`src/hw/dcache_cfg.svh`:
```
`ifndef DCACHE_CFG_SVH
`define DCACHE_CFG_SVH

// ============================================================
// data cache controller sizing
// ============================================================

// byte address width on the cpu and bus sides
`define DC_ADDR_W 32

// bytes in one cache line
`define DC_LINE_BYTES 16

// bytes moved by one bus transaction, always half a line
`define DC_HALF_BYTES 8

// cpu request queue slots
`define DC_QUEUE_DEPTH 4

// transaction id width, shared by cpu and bus
`define DC_TID_W 4

`endif

```
`src/hw/dcache_pkg.sv`:
```
`include "dcache_cfg.svh"

package dcache_pkg;

	// field widths of a byte address
	localparam int DC_OFS_W = $clog2(`DC_HALF_BYTES);
	localparam int DC_TAG_W = `DC_ADDR_W - $clog2(`DC_LINE_BYTES);

	// ============================================================
	// data and select words
	// ============================================================
	typedef logic [`DC_LINE_BYTES*8-1:0] line_t;
	typedef logic [`DC_HALF_BYTES*8-1:0] half_t;
	typedef logic [`DC_LINE_BYTES-1:0] line_sel_t;
	typedef logic [`DC_HALF_BYTES-1:0] half_sel_t;

	// id 0 never goes out on the bus
	typedef logic [`DC_TID_W-1:0] tid_t;
	typedef logic [`DC_ADDR_W-1:0] adr_t;

	// ============================================================
	// bus address, seen flat or split into line fields
	// ============================================================
	typedef struct packed {
		logic [DC_TAG_W-1:0] tag;
		logic half;
		logic [DC_OFS_W-1:0] ofs;
	} bus_adr_f_t;

	typedef union packed {
		adr_t flat;
		bus_adr_f_t f;
	} bus_adr_u;

	// service states of the miss fsm
	typedef enum logic [2:0] {
		IDLE,
		DUMP,
		LOAD,
		ACCESS,
		POST
	} dc_state_t;

endpackage

```
`src/hw/dcache_ctrl_top.sv`:
```
`timescale 1ns/1ps

module dcache_ctrl_top import dcache_pkg::*; (
	input logic clk_i,
	input logic rst_i,
	input logic dce_i,
	// cpu side
	input logic cpu_cyc_i,
	input logic cpu_we_i,
	input adr_t cpu_adr_i,
	input line_sel_t cpu_sel_i,
	input line_t cpu_dat_i,
	input tid_t cpu_tid_i,
	input logic cpu_cacheable_i,
	output logic cpu_busy_o,
	output logic cpu_ack_o,
	output tid_t cpu_tid_o,
	output line_t cpu_dat_o,
	// cache array side
	output adr_t lookup_adr_o,
	input logic hit_i,
	input logic modified_i,
	input line_t cache_rd_dat_i,
	input adr_t victim_tag_i,
	input line_t victim_dat_i,
	output logic cache_wr_o,
	output line_t cache_wr_dat_o,
	output adr_t cache_wr_adr_o,
	output logic cache_load_o,
	output logic dump_ack_o,
	// system bus side
	output logic bus_cyc_o,
	output logic bus_we_o,
	output adr_t bus_adr_o,
	output half_sel_t bus_sel_o,
	output half_t bus_dat_o,
	output tid_t bus_tid_o,
	input logic bus_ack_i,
	input tid_t bus_tid_i,
	input half_t bus_dat_i
);

	// queue head
	logic head_v, head_we, head_cacheable, pop;
	adr_t head_adr;
	line_sel_t head_sel;
	line_t head_dat;
	tid_t head_tid;

	// fsm to line buffer
	logic issue_half, skip_lo, skip_hi, svc_start;
	logic fill, finish, hit_ack, halves_done;
	logic svc_we;
	line_sel_t svc_sel;
	line_t svc_dat, hit_line;
	adr_t svc_adr;
	tid_t svc_tid;

	dcache_req_queue u_queue (
		.clk_i(clk_i),
		.rst_i(rst_i),
		.cpu_cyc_i(cpu_cyc_i),
		.cpu_we_i(cpu_we_i),
		.cpu_adr_i(cpu_adr_i),
		.cpu_sel_i(cpu_sel_i),
		.cpu_dat_i(cpu_dat_i),
		.cpu_tid_i(cpu_tid_i),
		.cpu_cacheable_i(cpu_cacheable_i),
		.pop_i(pop),
		.cpu_busy_o(cpu_busy_o),
		.head_v_o(head_v),
		.head_we_o(head_we),
		.head_adr_o(head_adr),
		.head_sel_o(head_sel),
		.head_dat_o(head_dat),
		.head_tid_o(head_tid),
		.head_cacheable_o(head_cacheable)
	);

	dcache_miss_fsm u_fsm (
		.clk_i(clk_i),
		.rst_i(rst_i),
		.dce_i(dce_i),
		.head_v_i(head_v),
		.head_we_i(head_we),
		.head_adr_i(head_adr),
		.head_sel_i(head_sel),
		.head_dat_i(head_dat),
		.head_tid_i(head_tid),
		.head_cacheable_i(head_cacheable),
		.hit_i(hit_i),
		.modified_i(modified_i),
		.cache_rd_dat_i(cache_rd_dat_i),
		.victim_tag_i(victim_tag_i),
		.victim_dat_i(victim_dat_i),
		.halves_done_i(halves_done),
		.pop_o(pop),
		.lookup_adr_o(lookup_adr_o),
		.bus_cyc_o(bus_cyc_o),
		.bus_we_o(bus_we_o),
		.bus_adr_o(bus_adr_o),
		.bus_sel_o(bus_sel_o),
		.bus_dat_o(bus_dat_o),
		.bus_tid_o(bus_tid_o),
		.issue_half_o(issue_half),
		.skip_lo_o(skip_lo),
		.skip_hi_o(skip_hi),
		.svc_start_o(svc_start),
		.dump_ack_o(dump_ack_o),
		.fill_o(fill),
		.finish_o(finish),
		.svc_we_o(svc_we),
		.svc_sel_o(svc_sel),
		.svc_dat_o(svc_dat),
		.svc_adr_o(svc_adr),
		.svc_tid_o(svc_tid),
		.hit_line_o(hit_line),
		.hit_ack_o(hit_ack)
	);

	// the locked head still holds the serviced request's cacheable bit
	dcache_line_buf u_line_buf (
		.clk_i(clk_i),
		.rst_i(rst_i),
		.svc_start_i(svc_start),
		.issue_half_i(issue_half),
		.bus_we_i(bus_we_o),
		.bus_tid_i(bus_tid_o),
		.bus_adr_i(bus_adr_o),
		.skip_lo_i(skip_lo),
		.skip_hi_i(skip_hi),
		.bus_ack_i(bus_ack_i),
		.ack_tid_i(bus_tid_i),
		.bus_rd_dat_i(bus_dat_i),
		.fill_i(fill),
		.finish_i(finish),
		.hit_ack_i(hit_ack),
		.hit_line_i(hit_line),
		.svc_we_i(svc_we),
		.svc_sel_i(svc_sel),
		.svc_dat_i(svc_dat),
		.svc_adr_i(svc_adr),
		.svc_tid_i(svc_tid),
		.cache_rd_dat_i(cache_rd_dat_i),
		.hit_i(hit_i),
		.dce_i(dce_i),
		.cacheable_i(head_cacheable),
		.halves_done_o(halves_done),
		.cpu_ack_o(cpu_ack_o),
		.cpu_tid_o(cpu_tid_o),
		.cpu_dat_o(cpu_dat_o),
		.cache_wr_o(cache_wr_o),
		.cache_load_o(cache_load_o),
		.cache_wr_dat_o(cache_wr_dat_o),
		.cache_wr_adr_o(cache_wr_adr_o)
	);

endmodule

```
`src/hw/dcache_line_buf.sv`:
```
`timescale 1ns/1ps
`include "dcache_cfg.svh"

module dcache_line_buf import dcache_pkg::*; (
	input logic clk_i,
	input logic rst_i,
	input logic svc_start_i,
	input logic issue_half_i,
	input logic bus_we_i,
	input tid_t bus_tid_i,
	input adr_t bus_adr_i,
	input logic skip_lo_i,
	input logic skip_hi_i,
	input logic bus_ack_i,
	input tid_t ack_tid_i,
	input half_t bus_rd_dat_i,
	input logic fill_i,
	input logic finish_i,
	input logic hit_ack_i,
	input line_t hit_line_i,
	input logic svc_we_i,
	input line_sel_t svc_sel_i,
	input line_t svc_dat_i,
	input adr_t svc_adr_i,
	input tid_t svc_tid_i,
	input line_t cache_rd_dat_i,
	input logic hit_i,
	input logic dce_i,
	input logic cacheable_i,
	output logic halves_done_o,
	output logic cpu_ack_o,
	output tid_t cpu_tid_o,
	output line_t cpu_dat_o,
	output logic cache_wr_o,
	output logic cache_load_o,
	output line_t cache_wr_dat_o,
	output adr_t cache_wr_adr_o
);

	localparam int HW = `DC_HALF_BYTES*8;

	// per half completion and outstanding read
	logic [1:0] done_q;
	logic [1:0] pend_q;
	tid_t exp_tid_q [2];
	line_t line_q;

	bus_adr_u iss_u;
	bus_adr_u wr_u;
	logic [1:0] ack_hit;
	line_t merged;

	always_comb begin
		iss_u.flat = bus_adr_i;
		// cache writes are line aligned
		wr_u.flat = svc_adr_i;
		wr_u.f.half = 1'b0;
		wr_u.f.ofs = '0;
		for (int h = 0; h < 2; h++)
			ack_hit[h] = bus_ack_i && pend_q[h] && (exp_tid_q[h] == ack_tid_i);
	end

	// ============================================================
	// half tracking
	// ============================================================
	always_ff @(posedge clk_i) begin
		if (rst_i) begin
			done_q <= 2'b00;
			pend_q <= 2'b00;
		end
		else begin
			if (svc_start_i) begin
				// skipped halves count as done from the start
				done_q <= {skip_hi_i, skip_lo_i};
				pend_q <= 2'b00;
			end
			else begin
				for (int h = 0; h < 2; h++)
					if (ack_hit[h]) begin
						done_q[h] <= 1'b1;
						pend_q[h] <= 1'b0;
					end
			end
			// writes finish on issue, reads wait for their id
			if (issue_half_i) begin
				if (bus_we_i)
					done_q[iss_u.f.half] <= 1'b1;
				else
					pend_q[iss_u.f.half] <= 1'b1;
			end
		end
	end

	// expected ids and returned data
	always_ff @(posedge clk_i) begin
		if (issue_half_i)
			exp_tid_q[iss_u.f.half] <= bus_tid_i;
		for (int h = 0; h < 2; h++)
			if (ack_hit[h])
				line_q[h*HW +: HW] <= bus_rd_dat_i;
	end

	assign halves_done_o = &done_q;

	// store bytes over the old line
	always_comb
		for (int b = 0; b < `DC_LINE_BYTES; b++)
			merged[b*8 +: 8] = svc_sel_i[b] ? svc_dat_i[b*8 +: 8] : cache_rd_dat_i[b*8 +: 8];

	// ============================================================
	// core and cache answers
	// ============================================================
	assign cache_load_o = fill_i;
	// a store only touches the cache on a cacheable hit
	assign cache_wr_o = fill_i || (finish_i && svc_we_i && hit_i && dce_i && cacheable_i);
	assign cache_wr_dat_o = fill_i ? line_q : merged;
	assign cache_wr_adr_o = wr_u.flat;

	assign cpu_ack_o = hit_ack_i || fill_i || finish_i;
	assign cpu_tid_o = svc_tid_i;
	assign cpu_dat_o = hit_ack_i ? hit_line_i : line_q;

endmodule

```
`src/hw/dcache_miss_fsm.sv`:
```
`timescale 1ns/1ps
`include "dcache_cfg.svh"

module dcache_miss_fsm import dcache_pkg::*; (
	input logic clk_i,
	input logic rst_i,
	input logic dce_i,
	input logic head_v_i,
	input logic head_we_i,
	input adr_t head_adr_i,
	input line_sel_t head_sel_i,
	input line_t head_dat_i,
	input tid_t head_tid_i,
	input logic head_cacheable_i,
	input logic hit_i,
	input logic modified_i,
	input line_t cache_rd_dat_i,
	input adr_t victim_tag_i,
	input line_t victim_dat_i,
	input logic halves_done_i,
	output logic pop_o,
	output adr_t lookup_adr_o,
	output logic bus_cyc_o,
	output logic bus_we_o,
	output adr_t bus_adr_o,
	output half_sel_t bus_sel_o,
	output half_t bus_dat_o,
	output tid_t bus_tid_o,
	output logic issue_half_o,
	output logic skip_lo_o,
	output logic skip_hi_o,
	output logic svc_start_o,
	output logic dump_ack_o,
	output logic fill_o,
	output logic finish_o,
	output logic svc_we_o,
	output line_sel_t svc_sel_o,
	output line_t svc_dat_o,
	output adr_t svc_adr_o,
	output tid_t svc_tid_o,
	output line_t hit_line_o,
	output logic hit_ack_o
);

	localparam int HB = `DC_HALF_BYTES;
	localparam int HW = `DC_HALF_BYTES*8;

	dc_state_t state_q;
	// 0 and 1 issue halves, 2 waits for completion
	logic [1:0] cnt_q;
	tid_t tid_q;
	logic dump_done_q;

	bus_adr_u svc_u;
	bus_adr_u vic_u;
	logic cached;
	half_sel_t cur_sel;
	half_t cur_dat;
	half_t vic_dat;

	// the array is looked up with the head in idle, else the held request
	assign lookup_adr_o = (state_q == IDLE) ? head_adr_i : svc_adr_o;
	assign cached = dce_i && head_cacheable_i;

	always_comb begin
		svc_u.flat = svc_adr_o;
		vic_u.flat = victim_tag_i;
	end

	// half picked by the counter
	assign cur_sel = svc_sel_o[cnt_q[0]*HB +: HB];
	assign cur_dat = svc_dat_o[cnt_q[0]*HW +: HW];
	assign vic_dat = victim_dat_i[cnt_q[0]*HW +: HW];

	// put one half-line transaction on the bus next cycle
	task automatic issue(
		input logic we,
		input logic [DC_TAG_W-1:0] tag,
		input half_sel_t sel,
		input half_t dat
	);
		bus_adr_u a;
		a.f.tag = tag;
		a.f.half = cnt_q[0];
		a.f.ofs = '0;
		bus_cyc_o <= 1'b1;
		bus_we_o <= we;
		bus_adr_o <= a.flat;
		bus_sel_o <= sel;
		bus_dat_o <= dat;
		bus_tid_o <= tid_q;
		issue_half_o <= 1'b1;
		// ids roll over 1..15, skipping 0
		tid_q <= (tid_q == '1) ? tid_t'(1) : tid_q + tid_t'(1);
	endtask

	// ============================================================
	// service state machine
	// ============================================================
	always_ff @(posedge clk_i) begin
		if (rst_i) begin
			state_q <= IDLE;
			cnt_q <= 2'd0;
			tid_q <= tid_t'(1);
			dump_done_q <= 1'b0;
			bus_cyc_o <= 1'b0;
			issue_half_o <= 1'b0;
			svc_start_o <= 1'b0;
			skip_lo_o <= 1'b0;
			skip_hi_o <= 1'b0;
			dump_ack_o <= 1'b0;
			fill_o <= 1'b0;
			finish_o <= 1'b0;
			hit_ack_o <= 1'b0;
			pop_o <= 1'b0;
		end
		else begin
			// strobes last one cycle
			bus_cyc_o <= 1'b0;
			issue_half_o <= 1'b0;
			svc_start_o <= 1'b0;
			fill_o <= 1'b0;
			finish_o <= 1'b0;
			hit_ack_o <= 1'b0;
			pop_o <= 1'b0;
			// dump ack trails the second dump write by a cycle
			dump_ack_o <= dump_done_q;
			dump_done_q <= 1'b0;
			case (state_q)
			IDLE:
				if (head_v_i) begin
					cnt_q <= 2'd0;
					if (!head_we_i && cached && hit_i) begin
						// read hit, answer straight from the array
						hit_ack_o <= 1'b1;
						pop_o <= 1'b1;
						state_q <= POST;
					end
					else if (!head_we_i && cached)
						state_q <= modified_i ? DUMP : LOAD;
					else
						state_q <= ACCESS;
				end
			DUMP: begin
				// write back the dirty victim, whole halves
				issue(1'b1, vic_u.f.tag, '1, vic_dat);
				cnt_q <= cnt_q + 2'd1;
				if (cnt_q[0]) begin
					cnt_q <= 2'd0;
					dump_done_q <= 1'b1;
					state_q <= LOAD;
				end
			end
			LOAD:
				if (!cnt_q[1]) begin
					if (cnt_q == 2'd0) begin
						svc_start_o <= 1'b1;
						skip_lo_o <= 1'b0;
						skip_hi_o <= 1'b0;
					end
					issue(1'b0, svc_u.f.tag, '1, '0);
					cnt_q <= cnt_q + 2'd1;
				end
				else if (halves_done_i) begin
					fill_o <= 1'b1;
					pop_o <= 1'b1;
					state_q <= POST;
				end
			ACCESS:
				if (!cnt_q[1]) begin
					if (cnt_q == 2'd0) begin
						svc_start_o <= 1'b1;
						skip_lo_o <= ~|svc_sel_o[HB-1:0];
						skip_hi_o <= ~|svc_sel_o[2*HB-1:HB];
					end
					// halves with no bytes selected stay off the bus
					if (|cur_sel)
						issue(svc_we_o, svc_u.f.tag, cur_sel, cur_dat);
					cnt_q <= cnt_q + 2'd1;
				end
				else if (halves_done_i) begin
					finish_o <= 1'b1;
					pop_o <= 1'b1;
					state_q <= POST;
				end
			POST:
				state_q <= IDLE;
			default:
				state_q <= IDLE;
			endcase
		end
	end

	// request and hit line are taken while idle
	always_ff @(posedge clk_i) begin
		if (state_q == IDLE) begin
			svc_we_o <= head_we_i;
			svc_sel_o <= head_sel_i;
			svc_dat_o <= head_dat_i;
			svc_adr_o <= head_adr_i;
			svc_tid_o <= head_tid_i;
			hit_line_o <= cache_rd_dat_i;
		end
	end

endmodule

```
`src/hw/dcache_req_queue.sv`:
```
`timescale 1ns/1ps
`include "dcache_cfg.svh"

module dcache_req_queue import dcache_pkg::*; (
	input logic clk_i,
	input logic rst_i,
	input logic cpu_cyc_i,
	input logic cpu_we_i,
	input adr_t cpu_adr_i,
	input line_sel_t cpu_sel_i,
	input line_t cpu_dat_i,
	input tid_t cpu_tid_i,
	input logic cpu_cacheable_i,
	input logic pop_i,
	output logic cpu_busy_o,
	output logic head_v_o,
	output logic head_we_o,
	output adr_t head_adr_o,
	output line_sel_t head_sel_o,
	output line_t head_dat_o,
	output tid_t head_tid_o,
	output logic head_cacheable_o
);

	localparam int QD = `DC_QUEUE_DEPTH;
	localparam int QW = $clog2(QD);

	// slot contents
	logic [QD-1:0] v_q;
	logic we_q [QD];
	adr_t adr_q [QD];
	line_sel_t sel_q [QD];
	line_t dat_q [QD];
	tid_t tid_q [QD];
	logic cach_q [QD];

	// slot held by the fsm while it is in service
	logic lock_q;
	logic [QW-1:0] idx_q;

	logic [QW-1:0] free_idx;
	logic [QW-1:0] sel_idx;
	logic [QW-1:0] head_idx;
	logic free_v;
	logic dup;
	logic push;

	// ============================================================
	// slot search
	// ============================================================
	// later slots overwrite earlier ones, so the highest index wins
	always_comb begin
		free_idx = '0;
		sel_idx = '0;
		free_v = 1'b0;
		dup = 1'b0;
		for (int i = 0; i < QD; i++) begin
			if (!v_q[i]) begin
				free_idx = QW'(i);
				free_v = 1'b1;
			end
			else begin
				sel_idx = QW'(i);
				// a second request with a live id is refused
				if (tid_q[i] == cpu_tid_i)
					dup = 1'b1;
			end
		end
	end

	assign push = cpu_cyc_i && free_v && !dup;
	assign cpu_busy_o = !free_v;

	// head stays on the serviced slot until it is popped
	assign head_idx = lock_q ? idx_q : sel_idx;
	assign head_v_o = |v_q;
	assign head_we_o = we_q[head_idx];
	assign head_adr_o = adr_q[head_idx];
	assign head_sel_o = sel_q[head_idx];
	assign head_dat_o = dat_q[head_idx];
	assign head_tid_o = tid_q[head_idx];
	assign head_cacheable_o = cach_q[head_idx];

	// valid bits and service lock
	always_ff @(posedge clk_i) begin
		if (rst_i) begin
			v_q <= '0;
			lock_q <= 1'b0;
			idx_q <= '0;
		end
		else begin
			// a free slot can never be the locked one
			if (push)
				v_q[free_idx] <= 1'b1;
			if (pop_i) begin
				v_q[idx_q] <= 1'b0;
				lock_q <= 1'b0;
			end
			else if (head_v_o && !lock_q) begin
				// fsm latches this same slot in idle
				lock_q <= 1'b1;
				idx_q <= sel_idx;
			end
		end
	end

	// request capture
	always_ff @(posedge clk_i) begin
		if (push) begin
			we_q[free_idx] <= cpu_we_i;
			adr_q[free_idx] <= cpu_adr_i;
			sel_q[free_idx] <= cpu_sel_i;
			dat_q[free_idx] <= cpu_dat_i;
			tid_q[free_idx] <= cpu_tid_i;
			cach_q[free_idx] <= cpu_cacheable_i;
		end
	end

endmodule

```
`config.mk`:
```
export PLATFORM = sky130hd
export DESIGN_NAME = dcache_ctrl_top
export DESIGN_NICKNAME = d
export VERILOG_FILES = /design/src/hw/dcache_pkg.sv /design/src/hw/dcache_ctrl_top.sv /design/src/hw/dcache_line_buf.sv /design/src/hw/dcache_miss_fsm.sv /design/src/hw/dcache_req_queue.sv
export VERILOG_INCLUDE_DIRS = /design/src /design/src/hw
export SDC_FILE = /design/constraint.sdc
export NUM_CORES = 1
export LEC_CHECK = 0
export ABC_AREA = 1
export BUFFER_PORTS_ARGS = -buffer_cell sky130_fd_sc_hd__buf_2
export CELL_PAD_IN_SITES_DETAIL_PLACEMENT = 1
export CELL_PAD_IN_SITES_GLOBAL_PLACEMENT = 1
export CORE_AREA = 2 2 378 380
export CTS_CLUSTER_SIZE = 10
export DETAILED_ROUTE_END_ITERATION = 10
export DIE_AREA = 0 0 380 382
export PLACE_DENSITY = 0.74
export SLEW_MARGIN = 20
export SYNTH_ARGS = -nofsm -noshare
export SYNTH_HDL_FRONTEND = slang
export SYNTH_HIERARCHICAL = 1
export SYNTH_SLANG_ARGS = --single-unit
```
`constraint.sdc`:
```
create_clock -name clk_i -period 10.54 [get_ports clk_i]
set_input_delay 2.108 -clock clk_i [delete_from_list [all_inputs] [get_ports clk_i]]
set_output_delay 2.108 -clock clk_i [all_outputs]
set_load 0.03 [all_outputs]
```
==> results of run 1 <==
-- critical path: stages (launching register included) --
cell and delay (ns):
dfxtp_1 0.51, a21oi_2 0.10, o21ai_4 0.22, buf_4 0.60, buf_4 0.85, o21ai_0 0.17, o22ai_1 0.44, nand3_1 0.15
o21ai_0 0.15, buf_2 0.22
-- state kept, by name (all words and copies together), names as in the netlist, 3 cells and up --
name                  flops
u_queue/dat_q           512
u_fsm/hit_line_o        128
u_fsm/svc_dat_o         128
u_line_buf/line_q       128
u_queue/adr_q           128
u_fsm/bus_dat_o          64
u_queue/sel_q            64
u_fsm/svc_adr_o          32
u_fsm/bus_adr_o          29
u_fsm/svc_sel_o          16
u_queue/tid_q            16
u_fsm/bus_sel_o           8
u_line_buf/exp_tid_q      8
u_fsm/bus_tid_o           4
u_fsm/svc_tid_o           4
u_fsm/tid_q               4
u_queue/cach_q            4
u_queue/v_q               4
u_queue/we_q              4
u_fsm/state_q             3
-- power breakdown --
group          internal [uW]  leakage [uW]  total (uW)  switching, uW
logic                   1130       0.00953        4920           3790
clock network           2790       0.00221        4960           2170
registers               6830        0.0122        7370            537
-- area by class of cell --
type	instances	area, sq um	share of cell area, %
Antenna cell	46	115	0.181
Clock buffer	207	4140	6.51
Tap cell	1890	2360	3.72
Timing Repair Buffer	1024	5360	8.43
Multi-Input combinational cell	2444	11600	18.2
Inverter	219	871	1.37
Clock inverter	33	458	0.721
Sequential cell	1309	38700	60.9
-- cells in the mapped netlist --
cell type,count
nor2_2,1
a22oi_2,22
o22ai_1,179
o21bai_1,2
clkbuf_1,64
a22oi_1,106
o21ai_4,1
nand3_1,24
buf_4,72
inv_2,9
edfxtp_1,1247
o31ai_1,2
o21ai_1,127
nand4_1,2
ha_1,1
dfxtp_1,62
xor2_1,2
conb_1,2
or2_2,3
nor3_1,6
xnor2_1,5
buf_12,1
o21ai_0,509
buf_6,30
buf_2,118
o21ai_2,1
nand3_2,3
nor2_1,662
nand2_1,554
clkinv_1,1
nand3b_1,1
inv_1,209
buf_1,6
o211ai_1,1
clkbuf_2,6
a21oi_1,198
nor4_1,4
nand2_2,2
a21oi_2,18
a211oi_1,1
-- through the flow --
stage / std cells / setup WS, ns / hold WS (ns) / total power [uW] / cell area [sq um]
3_5_place_dp: 6886 / 4.99 / 0.436 / 12400 / 58800
2_1_floorplan: 4269 / 2.48 / 0.388 / 10400 / 52800
6_report: 7172 / 4.18 / 0.435 / 17300 / 63600
3_3_place_gp: 6885 / 5.00 / 0.430 / 12300 / 58800
5_1_grt: 7157 / 3.91 / 0.437 / 17900 / 63500
4_1_cts: 7126 / 4.09 / 0.443 / 17400 / 63400
-- worst paths after layout --
check                   endpoint  depth (start not counted)  slack (ns)         startpoint
min reg2reg     u_fsm/dump_ack_o                          2        0.44  u_fsm/dump_done_q
min             u_fsm/dump_ack_o                          2        0.44  u_fsm/dump_done_q
max                   cache_wr_o                          9        4.18     u_queue/v_q[3]
max reg2reg  u_fsm/svc_dat_o[53]                         10        6.63     u_queue/v_q[3]
-- cell families after synthesis --
group                    Yosys count  share of synthesized area, %
AO/OA/AOI/OAI                   1167                          12.5
XOR/XNOR                           7                         0.116
adder cells (fa/ha/maj)            1                        0.0237
buffers and inverters            516                          4.93
flip-flops                      1309                          73.3
other                              2                        0.0142
AND/OR/NAND/NOR                 1262                          9.14
-- routing by layer --
layer	track usage, %	vias up	routed length [microns]	share of wire [%]
li1	-	17100	-	-
met1	30.9	19300	74000	38
met2	42.8	1532	94500	49
met3	7.67	410	16500	8.5
met4	12.6	58	8670	4.5
met5	0	-	358	0.18
==> results_dict.tcl, run 1 <==
set metrics [dict create \
    status "complete, no violations" \
    core_sq_um 141000 \
    fin_util_pct 45.1 \
    synth_cells 4264 \
    cts_buffer_depth 3 \
    end_kind "output pin" \
    clock-skew-final_ns 0.0531 \
    ys_seq_area_share_pct 73.3 \
    grt_pass1_wl_mm 273 \
    power_density_nw_per_um2 271 \
    cts_hold_buf 0 \
    initial_utilization_pct 37.5 \
    clkSlewWorstSetupHoldPaths_ns 0.06 \
    finalHoldViolations 0 \
    finalSetupTns_ns 0 \
    grt_max_degree 162 \
    drive_above_1_share_pct 24.4 \
    path_class "reg -> out" \
    final_cell_mix "edfxtp_1, buf_2, nor2_1, nand2_1, o21ai_0" \
    ys.warnings.count 6 \
    start_kind "register" \
    slew_viol_final 0 \
    cts_tree "yes" \
    die_w_microns 380 \
    htree_levels 4 \
    drt_iter0_drc 3154 \
    peakVddDrop_uv 220 \
    synth_seq_cells 1309 \
    cts_resized 0 \
    drt-vias-per-instance 5.35 \
    grt_pass1_vias 39500 \
    clk_latency_ns 0.81 \
    antenna_found_initial 104 \
    drt-wirelength-per-cell_microns 27.0 \
    rsz0062_at_grt "no" \
    dp.final_hpwl_mm 130 \
    crit_fanout 87 \
    cts_made_buffers 156 \
    post_cts_buffers 0 \
    yosysTopAreaCell "edfxtp_1" \
    dieArea_sq_um 145000 \
    fmaxAchievable_ghz 0.157 \
    hold_class "reg -> reg" \
    layout_commonest_cell "edfxtp_1" \
    cts-root-buf "clkbuf_16" \
    synth_cell_types 40 \
    area_growth_pct 20.4 \
    grt_usage_pct 25.9 \
    nNetsFinal 5700 \
    synthesis.area_sq_um 52800 \
    wl_mm 194 \
    clock_sinks 1309 \
    grt-ovfl-total 0 \
    fillers 15100 \
    vias 38400 \
    drc 0 \
    worstMarginPinSlew_ns 1.05 \
    synth_area_leaders "edfxtp_1, o21ai_0, nor2_1" \
    io-pin-count 984 \
    worstPathRequired_ns 8.43 \
    slew_headroom_pct 29.7 \
    port-buffer-count 972 \
    die_y_microns 382 \
    finalSetupViolCount 0 \
    ant_nets 0 \
    avgSynthCellArea_sq_um 12.4 \
    maxCapViolations 0 \
    p_leak_uw 0.0239 \
    min_period_ns 6.36 \
    gp_congestion 0.941 \
    cp.arrival_ns 4.26 \
    drtPass1Iterations 5 \
    netlist.area_leader.share_pct 70.9 \
    fin_crit_sh_pct 60.4 \
    rows 138 \
]
(Power assumes the default switching activity.)
==> run 2, diff against run 1 <==
ABC_AREA = 0   (was 1)
PLACE_DENSITY = 0.67   (was 0.74)
clock period = 6.1 ns   (was 10.54 ns; I/O delays follow)
==> run 2 against run 1 <==
  * Flip-flop and latch count unchanged
  * Synthesized cell count decreased by 34%
  * Clock skew decreased by 0.020 ns
  * Utilization decreased by 0.29 points
  * First-iteration DRC count decreased by 21%
==> results_dict.tcl, run 2 <==
set metrics [dict create \
    busiest_layer "met2" \
    cts_resized 0 \
    avgSynthCellArea_sq_um 18.6 \
    status "complete, no violations" \
    clock_sinks 1309 \
    yosysTopAreaCell "edfxtp_1" \
    worstMarginPinSlew_ns 1.21 \
    dp.final_hpwl_mm 111 \
    initial_utilization_pct 36.9 \
    whs_path_depth 1 \
    ant_nets 0 \
    holdPathEnd "u_fsm/dump_ack_o" \
    synth_area_leaders "edfxtp_1, mux4_2, mux2i_1" \
    synth_common_cells "edfxtp_1, nand2_1, mux2i_1" \
    grt_max_degree 122 \
    drt-vias-per-instance 5.23 \
    async_reset_ff_share_pct 0 \
    vias 30200 \
    grt_use_met1_pct 28.3 \
    cts_made_buffers 155 \
    r2r_setup_slack_ns 2.70 \
    rows 138 \
    antenna_found_initial 83 \
    drive_above_1_share_pct 40.6 \
    total_power_uw 23800 \
    die_w_microns 380 \
    crit_fanout 82 \
    final_cell_mix "edfxtp_1, buf_2, nand2_1, mux2i_1, mux4_2" \
    core_sq_um 141000 \
    ys.flop_type "edfxtp_1" \
    ff2ff_path_depth 5 \
    crit_slowest_cell "mux4_2" \
    timing.rr.start "u_fsm/svc_sel_o[11]" \
    wl_mm 166 \
    worstPathRequired_ns 4.88 \
    rsz0062_at_grt "no" \
    io-pin-count 984 \
    synth_edf_count 1247 \
    cts_tree "yes" \
    ys.warnings.count 6 \
    layout_commonest_cell "edfxtp_1" \
    crit_buf_inv 3 \
    cts-root-buf "clkbuf_16" \
    synthesis.area_sq_um 52000 \
    cp.arrival_ns 3.39 \
    peakVddDrop_uv 261 \
    grt_pass1_vias 31600 \
    critPathTopFamily "multiplexers" \
    clkSlewWorstSetupHoldPaths_ns 0.06 \
    worstReg2RegEnd "u_fsm/bus_dat_o[31]" \
    drtPass1Iterations 5 \
    cts_hold_buf 0 \
    fin_crit_sh_pct 75.6 \
    area_growth_pct 21.4 \
    dieArea_sq_um 145000 \
    cp_slowest_stage_delay_ns 0.62 \
    slew_headroom_pct 19.7 \
    finalSetupViolCount 0 \
    clock-skew-final_ns 0.0330 \
    grtUsageMet2_pct 38.0 \
    min_period_ns 4.61 \
    largest_register_ffs 512 \
    slew_viol_final 0 \
    ys_seq_area_share_pct 74.4 \
    global_route.usage.met3_pct 5.36 \
    finalHoldViolations 0 \
    fmaxAchievable_ghz 0.217 \
    maxCapViolations 0 \
    gp_congestion 0.910 \
    htree_levels 4 \
    synth_cell_types 63 \
    synth_seq_cells 1309 \
    ff_latch_area_sq_um 38700 \
    synth.most_common_cell "edfxtp_1" \
    fillers 14000 \
    placed_area_sq_um 58600 \
    grt_usage_pct 22.4 \
    power_density_nw_per_um2 377 \
    post_cts_buffers 0 \
    start_kind "register" \
    grt_pass1_wl_mm 233 \
    grt-ovfl-total 0 \
    fin_area_sq_um 63100 \
    regMostFlops "u_queue/dat_q" \
    multiInputGateArea_sq_um 12000 \
    crit_chain "inv_2 > a21o_1 > mux2i_4 > buf_12 > mux4_2 > mux2_2 > buf_2" \
    nNetsFinal 4323 \
    netlist.area_leader.share_pct 72.0 \
    drt_iter0_drc 2484 \
    clk_latency_ns 0.76 \
    end_kind "output pin" \
    drc 0 \
    path_class "reg -> out" \
    cts_buffer_depth 3 \
    drt-wirelength-per-cell_microns 28.8 \
    synth_cells 2796 \
    hold_class "reg -> reg" \
    port-buffer-count 972 \
    hold_start "u_fsm/dump_done_q" \
    die_y_microns 382 \
    p_leak_uw 0.0226 \
]
## run 2: changes by cell type in the layout (fill, tap and decap cells not counted), moves of 106 or more
cell / previous run / this run
nand2_1: 554 / 244
o21ai_1: 127 / 0
a22oi_1: 106 / 0
inv_1: 205 / 14
nor2_1: 659 / 19
mux2i_1: 0 / 204
a21oi_1: 198 / 7
a211oi_1: 1 / 129
mux2_2: 0 / 160
o22ai_1: 179 / 1
o21ai_0: 509 / 135
mux4_2: 0 / 182
## run 2: worst register-to-register path: stages, from the launching register on
cell	delay (ns)
edfxtp_1	1.05
nor4_1	0.20
and3_4	0.27
o22a_2	0.28
nor2_4	0.61
buf_4	0.59
## run 2: layer usage
layer	wire [microns]	vias to the layer above
met5	287	-
met4	4610	44
met3	10900	315
met2	83800	1094
met1	66400	15700
li1	-	13100
## run 2: kinds of logic after synthesis
kind of cell	Yosys count	synth area share (%)
buffers and inverters	220	2.74
xor gates and xnor gates	15	0.253
AOI/OAI and AO/OA	305	3.75
and+or+nand+nor	396	3.51
DFF	1309	74.4
adders and majority gates	1	0.0240
other	2	0.0144
muxes	548	15.3
## run 2: through the flow
| step | setup TNS [ns] | utilization, % | setup WS, ns | hold slack (ns) | cells |
|---|---|---|---|---|---|
| global placement | 0 | 41.6 | 2.15 | 0.452 | 5509 |
| detailed placement | 0 | 41.6 | 2.12 | 0.457 | 5509 |
| global route | 0 | 44.8 | 1.20 | 0.447 | 5763 |
| CTS | 0 | 44.7 | 1.29 | 0.446 | 5740 |
| finish | 0 | 44.8 | 1.49 | 0.443 | 5776 |
| floorplan | -675.86 | - | -2.23 | 0.403 | 2801 |
## run 2: area by class of cell
class,count,share of cell area [%]
Timing Repair Buffer,1024,8.65
Multi-Input combinational cell,1272,19.0
Inverter,15,0.0892
Sequential cell,1309,61.3
Antenna cell,35,0.139
Clock inverter,27,0.446
Tap cell,1890,3.74
Clock buffer,204,6.60
## run 2: how the worst max path moves through the flow
stage / start / end / slack (ns) / depth (start not counted)
after floorplan: cpu_tid_i[3] / u_queue/adr_q[1][0] / -2.23 / 6
after global placement: u_queue/v_q[2] / lookup_adr_o[10] / 2.15 / 7
after detailed placement: u_queue/v_q[2] / lookup_adr_o[10] / 2.12 / 7
after CTS: u_queue/v_q[2] / lookup_adr_o[10] / 1.29 / 7
after global routing: u_queue/v_q[2] / lookup_adr_o[4] / 1.20 / 7
final: u_queue/v_q[2] / lookup_adr_o[4] / 1.49 / 7
## run 2: power breakdown
| group | total (uW) | internal [uW] | leakage, uW | switching (uW) |
|---|---|---|---|---|
| clock network | 8360 | 4800 | 0.00215 | 3560 |
| logic | 4090 | 1320 | 0.00832 | 2760 |
| registers | 11400 | 10800 | 0.0122 | 533 |
